--- src/dram_settings.svh ---
// Timing values are in controller clock cycles; DRAM_TRAS must be at least DRAM_TRCD + 2.
`ifndef DRAM_SETTINGS_SVH
`define DRAM_SETTINGS_SVH

// Minimum command spacings of the attached device.
`define DRAM_TRCD 3
`define DRAM_TRP 2
`define DRAM_TRAS 5
`define DRAM_TRFC 6
`define DRAM_TREFI 200

// Address split of a word address; the row field also carries the column.
`define DRAM_ROW_BITS 12
`define DRAM_BANK_BITS 2
`define DRAM_COL_BITS 8

`define DRAM_DATA_BITS 32
`define AXIL_ADDR_BITS 32

`endif

--- src/axil_pkg.sv ---
// Host side types for a 32-bit AXI4-Lite slave; only OKAY and SLVERR responses are produced.
`default_nettype none

`include "dram_settings.svh"

package axil_pkg;

    typedef enum logic [1:0] {
        RESP_OKAY   = 2'b00,
        RESP_SLVERR = 2'b10
    } axil_resp_e;

    typedef struct packed {
        logic                       valid;
        logic [`AXIL_ADDR_BITS-1:0] addr;
    } axil_aw_t;

    typedef struct packed {
        logic                       valid;
        logic [`AXIL_ADDR_BITS-1:0] addr;
    } axil_ar_t;

    typedef struct packed {
        logic                           valid;
        logic [`DRAM_DATA_BITS/8-1:0]   strb;
        logic [`DRAM_DATA_BITS-1:0]     data;
    } axil_w_t;

    typedef struct packed {
        logic       valid;
        axil_resp_e resp;
    } axil_b_t;

    typedef struct packed {
        logic                       valid;
        axil_resp_e                 resp;
        logic [`DRAM_DATA_BITS-1:0] data;
    } axil_r_t;

endpackage

`default_nettype wire

--- src/dram_pkg.sv ---
// Device side types; the column is carried zero-extended in the row-wide address field.
`default_nettype none

`include "dram_settings.svh"

package dram_pkg;

    localparam int WORD_BITS = `DRAM_ROW_BITS + `DRAM_BANK_BITS + `DRAM_COL_BITS;

    typedef enum logic [2:0] {
        CMD_NOP = 3'd0,
        CMD_ACT = 3'd1,
        CMD_RD  = 3'd2,
        CMD_WR  = 3'd3,
        CMD_PRE = 3'd4,
        CMD_REF = 3'd5
    } dram_cmd_e;

    // The strobe flag rides with the data so the output stage can judge the write.
    typedef struct packed {
        logic                       strb_full;
        logic [`DRAM_DATA_BITS-1:0] data;
    } dram_wdata_t;

    typedef struct packed {
        dram_cmd_e                  code;
        logic [`DRAM_BANK_BITS-1:0] bank;
        logic [`DRAM_ROW_BITS-1:0]  addr;
        dram_wdata_t                wdata;
    } dram_cmd_t;

    typedef struct packed {
        logic [`DRAM_ROW_BITS-1:0]  row;
        logic [`DRAM_BANK_BITS-1:0] bank;
        logic [`DRAM_COL_BITS-1:0]  col;
    } dram_fields_t;

    typedef union packed {
        logic [WORD_BITS-1:0] word;
        dram_fields_t         fields;
    } dram_addr_u;

    typedef struct packed {
        logic        write;
        dram_addr_u  addr;
        dram_wdata_t wdata;
    } access_req_t;

    localparam dram_cmd_t CMD_IDLE = '{code: CMD_NOP, bank: '0, addr: '0, wdata: '0};

endpackage

`default_nettype wire

--- src/axil_req_slave.sv ---
// One transaction at a time; a write needs AW and W together and a read waits while either is up.
`default_nettype none

module axil_req_slave (
    input  logic                       clk,
    input  logic                       reset,
    input  axil_pkg::axil_aw_t         aw,
    input  axil_pkg::axil_w_t          w,
    input  axil_pkg::axil_ar_t         ar,
    output logic                       awready,
    output logic                       wready,
    output logic                       arready,
    output axil_pkg::axil_b_t          b,
    input  logic                       bready,
    output axil_pkg::axil_r_t          r,
    input  logic                       rready,
    output logic                       req_valid,
    input  logic                       req_ready,
    output dram_pkg::access_req_t      req,
    input  logic                       done_pulse,
    input  logic                       done_write,
    input  logic [`DRAM_DATA_BITS-1:0] rdata,
    input  axil_pkg::axil_resp_e       resp_code
);

    logic                       busy;
    logic                       write_go;
    logic                       read_go;
    logic                       b_valid;
    axil_pkg::axil_resp_e       b_resp;
    logic                       r_valid;
    axil_pkg::axil_resp_e       r_resp;
    logic [`DRAM_DATA_BITS-1:0] r_data;

    assign write_go = !busy && aw.valid && w.valid;
    assign read_go  = !busy && ar.valid && !aw.valid && !w.valid;

    assign awready = write_go;
    assign wready  = write_go;
    assign arready = read_go;

    assign b = '{valid: b_valid, resp: b_resp};
    assign r = '{valid: r_valid, resp: r_resp, data: r_data};

    // Busy covers the whole access, from acceptance until the host takes the response.
    always_ff @(posedge clk or posedge reset) begin
        if (reset) begin
            busy      <= 1'b0;
            req_valid <= 1'b0;
            b_valid   <= 1'b0;
            r_valid   <= 1'b0;
        end else begin
            if (write_go || read_go) begin
                busy      <= 1'b1;
                req_valid <= 1'b1;
            end else if (req_valid && req_ready) begin
                req_valid <= 1'b0;
            end
            if (done_pulse) begin
                b_valid <= done_write;
                r_valid <= !done_write;
            end
            if (b_valid && bready) begin
                b_valid <= 1'b0;
                busy    <= 1'b0;
            end
            if (r_valid && rready) begin
                r_valid <= 1'b0;
                busy    <= 1'b0;
            end
        end
    end

    always_ff @(posedge clk) begin
        if (write_go) begin
            req.write           <= 1'b1;
            req.addr.word       <= aw.addr[dram_pkg::WORD_BITS+1:2];
            req.wdata.strb_full <= &w.strb;
            req.wdata.data      <= w.data;
        end else if (read_go) begin
            req.write     <= 1'b0;
            req.addr.word <= ar.addr[dram_pkg::WORD_BITS+1:2];
            req.wdata     <= '0;
        end
        if (done_pulse) begin
            b_resp <= resp_code;
            r_resp <= resp_code;
            r_data <= rdata;
        end
    end

    a_req_held: assert property (@(posedge clk) disable iff (reset)
        req_valid && !req_ready |=> req_valid && $stable(req));

endmodule

`default_nettype wire

--- src/refresh_timer.sv ---
// Raises refresh_req DRAM_TREFI cycles after reset or after the last acknowledge.
`default_nettype none

`include "dram_settings.svh"

module refresh_timer (
    input  logic clk,
    input  logic reset,
    output logic refresh_req,
    input  logic refresh_ack
);

    localparam int CNT_BITS = $clog2(`DRAM_TREFI + 1);

    logic [CNT_BITS-1:0] count;

    // The count stands still while a request waits for its acknowledge.
    always_ff @(posedge clk or posedge reset) begin
        if (reset) begin
            count       <= CNT_BITS'(`DRAM_TREFI);
            refresh_req <= 1'b0;
        end else if (refresh_req) begin
            if (refresh_ack) begin
                refresh_req <= 1'b0;
                count       <= CNT_BITS'(`DRAM_TREFI);
            end
        end else if (count == '0) begin
            refresh_req <= 1'b1;
        end else begin
            count <= count - 1'b1;
        end
    end

    a_ack_in_req: assert property (@(posedge clk) disable iff (reset)
        refresh_ack |-> refresh_req);

endmodule

`default_nettype wire

--- src/dram_sequencer.sv ---
// Closed-page sequencer; refresh wins in idle, and DRAM_TRAS must be at least DRAM_TRCD + 2.
`default_nettype none

`include "dram_settings.svh"

module dram_sequencer (
    input  logic                  clk,
    input  logic                  reset,
    input  logic                  req_valid,
    output logic                  req_ready,
    input  dram_pkg::access_req_t req,
    input  logic                  refresh_req,
    output logic                  refresh_ack,
    output dram_pkg::dram_cmd_t   cmd,
    output logic                  done_pulse,
    output logic                  done_write
);

    localparam int CNT_BITS = $clog2(`DRAM_TRCD + `DRAM_TRAS + `DRAM_TRP + `DRAM_TRFC + 1);

    typedef enum logic [2:0] {
        IDLE,
        ACTIVATE_WAIT,
        COLUMN,
        RAS_WAIT,
        PRECHARGE_WAIT,
        REFRESH_PREP,
        REFRESH_ACTIVE
    } state_e;

    state_e                state;
    logic [CNT_BITS-1:0]   count;
    dram_pkg::access_req_t req_q;

    assign req_ready = (state == IDLE) && !refresh_req;

    // A count loaded with N-1 puts the next command N cycles after the current one.
    always_ff @(posedge clk or posedge reset) begin
        if (reset) begin
            state       <= IDLE;
            count       <= '0;
            cmd         <= dram_pkg::CMD_IDLE;
            refresh_ack <= 1'b0;
            done_pulse  <= 1'b0;
            done_write  <= 1'b0;
        end else begin
            cmd.code    <= dram_pkg::CMD_NOP;
            refresh_ack <= 1'b0;
            done_pulse  <= 1'b0;
            if (count != '0) begin
                count <= count - 1'b1;
            end
            case (state)
                IDLE: begin
                    if (refresh_req && !refresh_ack) begin
                        state <= REFRESH_PREP;
                        count <= CNT_BITS'(`DRAM_TRP - 1);
                    end else if (req_valid && req_ready) begin
                        state    <= ACTIVATE_WAIT;
                        count    <= CNT_BITS'(`DRAM_TRCD - 1);
                        cmd.code <= dram_pkg::CMD_ACT;
                        cmd.bank <= req.addr.fields.bank;
                        cmd.addr <= req.addr.fields.row;
                    end
                end
                ACTIVATE_WAIT: begin
                    if (count == '0) begin
                        state     <= COLUMN;
                        cmd.code  <= req_q.write ? dram_pkg::CMD_WR : dram_pkg::CMD_RD;
                        cmd.addr  <= `DRAM_ROW_BITS'(req_q.addr.fields.col);
                        cmd.wdata <= req_q.wdata;
                    end
                end
                COLUMN: begin
                    state <= RAS_WAIT;
                    count <= CNT_BITS'(`DRAM_TRAS - `DRAM_TRCD - 2);
                end
                RAS_WAIT: begin
                    if (count == '0) begin
                        state    <= PRECHARGE_WAIT;
                        count    <= CNT_BITS'(`DRAM_TRP - 1);
                        cmd.code <= dram_pkg::CMD_PRE;
                    end
                end
                PRECHARGE_WAIT: begin
                    if (count == '0) begin
                        state      <= IDLE;
                        done_pulse <= 1'b1;
                        done_write <= req_q.write;
                    end
                end
                REFRESH_PREP: begin
                    if (count == '0) begin
                        state    <= REFRESH_ACTIVE;
                        count    <= CNT_BITS'(`DRAM_TRFC - 1);
                        cmd.code <= dram_pkg::CMD_REF;
                    end
                end
                REFRESH_ACTIVE: begin
                    if (count == '0) begin
                        state       <= IDLE;
                        refresh_ack <= 1'b1;
                    end
                end
                default: state <= IDLE;
            endcase
        end
    end

    always_ff @(posedge clk) begin
        if (req_valid && req_ready) begin
            req_q <= req;
        end
    end

    a_nop_after_cmd: assert property (@(posedge clk) disable iff (reset)
        cmd.code != dram_pkg::CMD_NOP |=> cmd.code == dram_pkg::CMD_NOP);

    a_act_spacing: assert property (@(posedge clk) disable iff (reset)
        cmd.code == dram_pkg::CMD_ACT |->
            ##(`DRAM_TRCD) cmd.code inside {dram_pkg::CMD_RD, dram_pkg::CMD_WR}
            ##(`DRAM_TRAS - `DRAM_TRCD) cmd.code == dram_pkg::CMD_PRE);

    // The acknowledge is one pulse that closes the tRFC window opened by REF.
    a_ack_pulse: assert property (@(posedge clk) disable iff (reset)
        refresh_ack |->
            ($past(cmd.code, `DRAM_TRFC) == dram_pkg::CMD_REF) ##1 !refresh_ack);

endmodule

`default_nettype wire

--- src/dram_cmd_phy.sv ---
// Adds one register stage toward the pins; a partial-strobe write still reaches the device.
`default_nettype none

module dram_cmd_phy (
    input  logic                       clk,
    input  logic                       reset,
    input  dram_pkg::dram_cmd_t        cmd,
    output dram_pkg::dram_cmd_t        dram_cmd,
    input  logic [`DRAM_DATA_BITS-1:0] dram_rdata,
    output logic [`DRAM_DATA_BITS-1:0] rdata,
    output axil_pkg::axil_resp_e       resp_code
);

    logic rd_pending;

    always_ff @(posedge clk or posedge reset) begin
        if (reset) begin
            dram_cmd   <= dram_pkg::CMD_IDLE;
            rd_pending <= 1'b0;
            resp_code  <= axil_pkg::RESP_OKAY;
        end else begin
            dram_cmd   <= cmd;
            rd_pending <= (dram_cmd.code == dram_pkg::CMD_RD);
            if (dram_cmd.code == dram_pkg::CMD_WR) begin
                resp_code <= dram_cmd.wdata.strb_full ? axil_pkg::RESP_OKAY
                                                      : axil_pkg::RESP_SLVERR;
            end else if (dram_cmd.code == dram_pkg::CMD_RD) begin
                resp_code <= axil_pkg::RESP_OKAY;
            end
        end
    end

    // The device answers one cycle after it sees RD on the pins.
    always_ff @(posedge clk) begin
        if (rd_pending) begin
            rdata <= dram_rdata;
        end
    end

endmodule

`default_nettype wire

--- src/dram_ctrl_top.sv ---
// Single-rank closed-page controller; the host must keep wstrb all ones for a plain write.
`default_nettype none

module dram_ctrl_top (
    input  logic                       clk,
    input  logic                       reset,
    input  axil_pkg::axil_aw_t         aw,
    input  axil_pkg::axil_w_t          w,
    input  axil_pkg::axil_ar_t         ar,
    output logic                       awready,
    output logic                       wready,
    output logic                       arready,
    output axil_pkg::axil_b_t          b,
    input  logic                       bready,
    output axil_pkg::axil_r_t          r,
    input  logic                       rready,
    output dram_pkg::dram_cmd_t        dram_cmd,
    input  logic [`DRAM_DATA_BITS-1:0] dram_rdata
);

    logic                       req_valid;
    logic                       req_ready;
    dram_pkg::access_req_t      req;
    logic                       done_pulse;
    logic                       done_write;
    logic                       refresh_req;
    logic                       refresh_ack;
    dram_pkg::dram_cmd_t        cmd;
    logic [`DRAM_DATA_BITS-1:0] rdata;
    axil_pkg::axil_resp_e       resp_code;

    axil_req_slave slave0 (
        .clk(clk), .reset(reset),
        .aw(aw), .w(w), .ar(ar),
        .awready(awready), .wready(wready), .arready(arready),
        .b(b), .bready(bready), .r(r), .rready(rready),
        .req_valid(req_valid), .req_ready(req_ready), .req(req),
        .done_pulse(done_pulse), .done_write(done_write),
        .rdata(rdata), .resp_code(resp_code)
    );

    refresh_timer timer0 (
        .clk(clk), .reset(reset),
        .refresh_req(refresh_req), .refresh_ack(refresh_ack)
    );

    dram_sequencer seq0 (
        .clk(clk), .reset(reset),
        .req_valid(req_valid), .req_ready(req_ready), .req(req),
        .refresh_req(refresh_req), .refresh_ack(refresh_ack),
        .cmd(cmd), .done_pulse(done_pulse), .done_write(done_write)
    );

    dram_cmd_phy phy0 (
        .clk(clk), .reset(reset),
        .cmd(cmd), .dram_cmd(dram_cmd),
        .dram_rdata(dram_rdata), .rdata(rdata), .resp_code(resp_code)
    );

endmodule

`default_nettype wire

--- config.mk ---
export PLATFORM = sky130hd
export DESIGN_NAME = dram_ctrl_top
export DESIGN_NICKNAME = d
export VERILOG_FILES = /design/src/axil_pkg.sv /design/src/dram_pkg.sv /design/src/axil_req_slave.sv /design/src/refresh_timer.sv /design/src/dram_sequencer.sv /design/src/dram_cmd_phy.sv /design/src/dram_ctrl_top.sv
export VERILOG_INCLUDE_DIRS = /design/src /design/src/src
export SDC_FILE = /design/constraint.sdc
export NUM_CORES = 1
export LEC_CHECK = 0
export ABC_AREA = 0
export BUFFER_PORTS_ARGS = -buffer_cell sky130_fd_sc_hd__buf_2
export CAP_MARGIN = 15
export CORE_MARGIN = 8
export CORE_UTILIZATION = 36
export CTS_BUF_LIST = sky130_fd_sc_hd__clkbuf_8
export DETAILED_ROUTE_END_ITERATION = 6
export SETUP_SLACK_MARGIN = 0.5
export SLEW_MARGIN = 20
export SYNTH_ARGS = -nofsm -noshare
export SYNTH_HDL_FRONTEND = slang
export SYNTH_SLANG_ARGS = --single-unit
--- constraint.sdc ---
create_clock -name clk -period 6.65 [get_ports clk]
set_input_delay 0.9975 -clock clk [delete_from_list [all_inputs] [get_ports clk]]
set_output_delay 0.9975 -clock clk [all_outputs]
set_load 0.05 [all_outputs]
==> metrics.txt, run 1 <==
final period utilization 0.479; peak supply drop 0.000157 V; Yosys reg bits approximately 290; Syn. warnings 0; CTS resizes 0; fin area approximately 0.012 mm2; final hold vios 0; Clock H-tree levels 2; initial drt markers roughly 300; Async SR Flop Fraction 0.436; Worst Skew 0.0386 ns; Final Max Slew Viols 0; P_leak approximately 5.4 nW; post-synthesis mux area share 0.00615; met1 WL between 9000 and 10000 um; Max FO, Critical Path 4; Post-CTS Setup Bufs 0; Mapped Cells 668; Final Setup Violations 0; total track usage 0.125; Die Wd 182 um; layout net count 1049; antenna violations before repair 1; DRT antenna net count 0; syn avg cell area about 15 um2; Die H 182 um; cell taking the most area after synthesis edfxtp_1; Routed WL per cell ~16 um; area share of the largest cell type after synthesis 0.488; fmax 314 MHz; Synth Area in Compound Gates 0.0293; Post-DP Area 0.0114 mm2; routed wl met2 9470 um; Area contributors post-synth edfxtp_1 49%, dfrtp_1 31%, nand2_1 7.3%, and2_1 2.1%, dfstp_2 0.79%; Initial Utilization 0.362; worst-case reg-to-reg path depth 6; area of the core about 0.028 mm2; drt total wl approximately 21000 um; Final GP Congestion 0.778; largest family of logic cells by synthesized area simple AND/OR/NAND/NOR gates; CTS buffer count 48; Clock Sinks slightly below 300; Power, Total around 0.0057 W; flop2flop setup slack 3.64 ns; register area share after synthesis 0.807; Synth Area in XOR/XNOR 0.00264; simple-gate share of the synthesized area 0.131; synth cell count leaders 193 x nand2_1, 162 x edfxtp_1, 123 x dfrtp_1; num ports 230; Post-Layout Cell Count between 1k and 1.5k; CTS tree yes; Critical Path RT about 5.7 ns; Clock Tree Root clkbuf_8; hold_sp seq0.cmd[49]; total number of vias 5716; Crit. End Element primary output; vias per std cell 4.32; DRC viols 0; Reg clk slew, reported paths 0.06 ns; CP arrival 2.19 ns; worst skew pair latency 0.56 ns; Rel. slew slack 0.406; P&R area growth vs syn 24.7%; Cell Area, Synth around 0.010 mm2; max cap viols 0; area of the die around 0.033 mm2; Post-synth EDFFs 162; clk buf depth 3; placed insts 1234; largest net degree at the start of global routing 71; Min Clock Period, post-route 3.18 ns; gr ovfl total 0; number of antenna diodes 0; Std-Cell Rows 61; hold buffers post-CTS 0; vias in the first global route 6095; HPWL Detailed about 14000 um; hold worst-path end phy0.dram_cmd[49]; global-route wire length before repair 33000 um; nature of the critical path startpoint input pin; Pre-Repair DR Iteration Count 4; Reg-to-Reg Start seq0.state[0]; type of the worst min-delay path reg -> reg; most frequent cell after synthesis nand2_1; setup TNS 0 ns; Pwr per Cell Area approximately 460 mW/mm2; outcome finished clean; Adder-Cell Fraction of Synth Area 0.00502; unrepaired setup endpoints after global routing false; Worst Max-Slew Pin Slew 0.891 ns; layout cells sized above 1 0.323; WL met3 1440 um; crit path kind in -> out; RR Endpoint seq0.cmd[42]; Hold Path Depth 0; Top FF cell, synth edfxtp_1; # port buffers 207; top routing layer in use met5; Unique masters post-synth 50
==> stage by stage <==
stage          worst slack [ns]  hold slack [ns]  utilization
6_report                   3.47            0.347        0.451
5_1_grt                    3.34            0.361        0.451
4_1_cts                    3.45            0.349        0.451
3_5_place_dp               3.30            0.335        0.414
3_3_place_gp               3.30            0.332        0.414
2_1_floorplan              2.30            0.331            -
==> power by group <==
part	switching [W]	total [W]	internal (W)	leakage, nW
Clock	0.000692	0.00162	0.000924	0.553
Combinational	0.00110	0.00143	0.000331	1.85
Sequential	0.000213	0.00265	0.00244	3.05
Total	0.00200	0.00569	0.00369	5.45
==> cell families after synthesis <==
group	after synthesis
muxes	6
adders and majority gates	4
xor gates and xnor gates	3
buffers and inverters	38
and+or+nand+nor	284
AOI/OAI and AO/OA	43
other	1
DFF	289
==> how the worst max path moves through the flow <==
stage	cells past startpoint	from	slack, ns	end
6_report	4	aw[32]	3.47	arready
5_1_grt	6	seq0.state[0]	3.34	seq0.cmd[43]
4_1_cts	4	aw[32]	3.45	arready
3_5_place_dp	4	aw[32]	3.30	slave0.req[42]
3_3_place_gp	4	aw[32]	3.30	slave0.req[39]
2_1_floorplan	1	reset	2.30	phy0.dram_cmd[0]
==> metal layers <==
layer,GRT usage,up-vias
met4,0.0495,2
met3,0.0372,43
met2,0.198,218
met5,0,-
met1,0.160,2672
li1,-,2781
==> flip-flops by register name, indices dropped and copies added (netlist names), 3 cells and up <==
signal / cells
slave0.req: 56
phy0.dram_cmd: 50
seq0.cmd: 50
seq0.req_q: 42
phy0.rdata: 32
slave0.r_data: 32
timer0.count: 8
seq0.count: 5
seq0.state: 3
==> final cells by class <==
cell class	count	area, um2
tap	378	473
multi-input combinational	342	1750
clock buffer	59	812
fill	2494	15100
sequential	289	8040
timing repair buffer	214	1090
inverter	11	46.3
clock inverter	29	211
==> cells in the final DEF (no fill, tap or decap), types with 3 or more instances in the layout <==
cell and n:
buf_2 207, buf_4 7, and2_1 33, a221oi_1 3, dfrtp_1 122, ha_1 4, nor2_1 17, nand3_1 9
o31ai_1 3, inv_1 11, o211ai_1 3, bufinv_16 3, nor3_1 3, inv_2 3, dfstp_2 3, nor4b_1 3
clkinv_2 10, nor3b_1 3, clkbuf_8 59, a22oi_1 8, a21oi_1 6, mux2i_1 5, o21ai_0 10, nand2b_1 7
edfxtp_1 162, a22o_1 4, clkinv_1 10, nand2_1 192
==> critical path, stage by stage <==
cell	delay (ns)
buf_2	0.10
or4b_2	0.75
inv_1	0.08
buf_2	0.26
Power figures use the tool's default switching activity.
==> run 2, diff against run 1 <==
==> constraint.sdc (replaced) <==
create_clock -name clk -period 2.6 [get_ports clk]
set_input_delay 0.39 -clock clk [delete_from_list [all_inputs] [get_ports clk]]
set_output_delay 0.39 -clock clk [all_outputs]
set_load 0.05 [all_outputs]
==> run 2 against run 1 <==
Critical endpoint unchanged. Clock-buffer cell count is 8 lower. Worst hold slack worse by 0.31 ns. Setup slack worse by 2.9 ns. Clock skew is 0.019 ns lower. Largest power group unchanged. Largest cell class unchanged.
==> metrics.txt, run 2 (same netlist as run 1, synthesis figures left out) <==
outcome finished clean; initial drt markers 302 (+1.0%); vias per std cell 4.31 (-0.34%); Largest Register slave0.req; Post-Layout Cell Count 1369 (+3.6%); HPWL Detailed 13800 um (-1.1%); Top Registers slave0.req x56, phy0.dram_cmd x50, seq0.cmd x50; Hold Path Depth 1 (+1); most frequent cells in the layout 204 x buf_2, 192 x nand2_1, 162 x edfxtp_1; clk buf depth 3 (unchanged); area of the core 0.0276 mm2 (unchanged); DRT antenna net count 0 (unchanged); CTS tree yes; Reg clk slew, reported paths 0.06 ns (about the same); Crit. End Element primary output; drt total wl 21400 um (+2.8%); Die Wd 182 um (unchanged); antenna violations before repair 2 (+1); total number of vias 5899 (+3.2%); worst skew pair latency 0.55 ns (about the same); Clock Tree Root clkbuf_8; Worst Skew 0.0195 ns (-0.0191 ns); Final Setup Violations 0 (unchanged); global-route wire length before repair 34400 um (+4.2%); nature of the critical path startpoint flop; delay-heaviest family, CP simple AND/OR/NAND/NOR gates; Pwr per Cell Area 1120 mW/mm2 (+140%); P_leak 5.69 nW (+4.4%); num ports 230 (unchanged); layout cells sized above 1 0.308 (-0.0153); number of antenna diodes 0 (unchanged); RR Endpoint seq0.done_write; Max FO, Critical Path 3 (-1); Reg-to-Reg Start seq0.count[1]; P&R area growth vs syn 29.5%; Combinational Power Share 0.268 (+0.017); largest net degree at the start of global routing 58 (-18%); max reg flops 56 (unchanged); Initial Utilization 0.362 (unchanged); final hold vios 0 (unchanged); Std-Cell Rows 61 (unchanged); Seq pwr share 0.467 (+0.002); CP Buf/Inv Count 2 (-1); crit path kind reg -> out; Final Max Slew Viols 0 (unchanged); placed insts 1240 (+0.49%); DRC viols 0 (unchanged); peak supply drop 0.000345 V (+120%); CP arrival 1.67 ns (-0.52 ns); Worst Max-Slew Pin Slew 0.607 ns (-0.284 ns); CP Cell Sequence or4b_4, inv_2, buf_8; Clock power frac 0.265 (-0.019); Critical Path RT 2.21 ns (-3.44 ns); slowest CP cell or4b_4; max cap viols 0 (unchanged); CTS buffer count 48 (unchanged); setup TNS 0 ns (unchanged); area of the die 0.0333 mm2 (unchanged); total track usage 0.131 (+0.00580); unrepaired setup endpoints after global routing true; Clock H-tree levels 2 (unchanged); slowest cell delay on critical path 0.51 ns (-0.24 ns); Routed WL per cell 15.7 um (-0.71%); vias in the first global route 6255 (+2.6%); Rel. slew slack 0.590 (+0.184); type of the worst min-delay path in -> reg; internal power 0.00935 W (+150%); Net Sw Frac 0.353 (+0.00140); Critical path origin slave0.busy; flop2flop setup slack 0.69 ns (-2.95 ns); worst-case reg-to-reg path depth 8 (+2); # port buffers 207 (unchanged); Min Clock Period, post-route 2.06 ns; Clock Sinks 289 (unchanged); hold_sp dram_rdata[8]; switching pwr 0.00510 W (+150%); gr ovfl total 0 (unchanged); final period utilization 0.792; hold worst-path end phy0.rdata[8]; commonest non-fill, non-tap cell in the layout buf_2; Final GP Congestion 0.738 (-5.2%); layout net count 1095 (+4.4%); Pre-Repair DR Iteration Count 4 (unchanged); fmax 485 MHz; Die H 182 um (unchanged)
## run 2: cell types whose count changed in the layout (fill, tap and decap cells not counted), moves of 2 or more
cell | before | now
dlygate4sd3_1 | 0 | 33
inv_1 | 11 | 23
clkbuf_8 | 59 | 51
buf_4 | 7 | 13
clkinv_2 | 10 | 4
buf_12 | 0 | 4
buf_2 | 207 | 204
buf_6 | 0 | 3
bufbuf_16 | 0 | 2
## run 2: power by group through the flow
| stage | sequential, W | combinational (W) | clock (W) |
|---|---|---|---|
| after global placement | 0.00681 | 0.00373 | 0 |
| after global routing | 0.00690 | 0.00420 | 0.00423 |
| after detailed placement | 0.00685 | 0.00378 | 0 |
| after CTS | 0.00677 | 0.00390 | 0.00400 |
| final | 0.00675 | 0.00387 | 0.00384 |
| after floorplan | 0.00828 | 0.00120 | 0 |
## run 2: layout make-up
class	instances	area, um2
Multi-Input combinational cell	342	1750
Clock buffer	51	702
Clock inverter	38	244
Fill cell	2467	14600
Timing Repair Buffer	260	1640
Inverter	11	52.6
Sequential cell	289	8040
Tap cell	378	473
## run 2: how the worst max path moves through the flow
stage | to | cells past startpoint | slack (ns)
final | arready | 3 | 0.54
after global routing | arready | 3 | 0.46
after CTS | arready | 3 | 0.49
after detailed placement | seq0.cmd[43] | 7 | 0.40
after global placement | seq0.cmd[43] | 7 | 0.48
after floorplan | slave0.req[0] | 2 | 0.37
## run 2: per-layer routing
metal	track usage	wire length [um]
met2	0.209	9860
met4	0.0430	449
met5	0	31
met3	0.0408	1490
met1	0.168	9600
## run 2: stage by stage
stage / hold slack, ns / area, um2 / utilization / power (W) / setup slack (ns)
after floorplan: 0.331 / 9970 / - / 0.00948 / 0.374
after global placement: 0.332 / 11500 / 0.417 / 0.0105 / 0.484
after detailed placement: 0.335 / 11500 / 0.417 / 0.0106 / 0.401
after CTS: 0.00329 / 12900 / 0.467 / 0.0147 / 0.486
after global routing: 0.00308 / 12900 / 0.468 / 0.0153 / 0.459
final: 0.0401 / 12900 / 0.468 / 0.0145 / 0.540
## run 2: repair_timing
| item | 4_1_cts | 5_1_grt |
|---|---|---|
| setup endpoints to repair | 27 | 50 |
| resized for setup | 14 | 2 |
| pin swaps | 1 | 0 |
| buffers inserted | 2 | 3 |
| gates cloned | 2 | 0 |
| hold buffers | 31 | 2 |
| hold endpoints to repair | 42 | 2 |
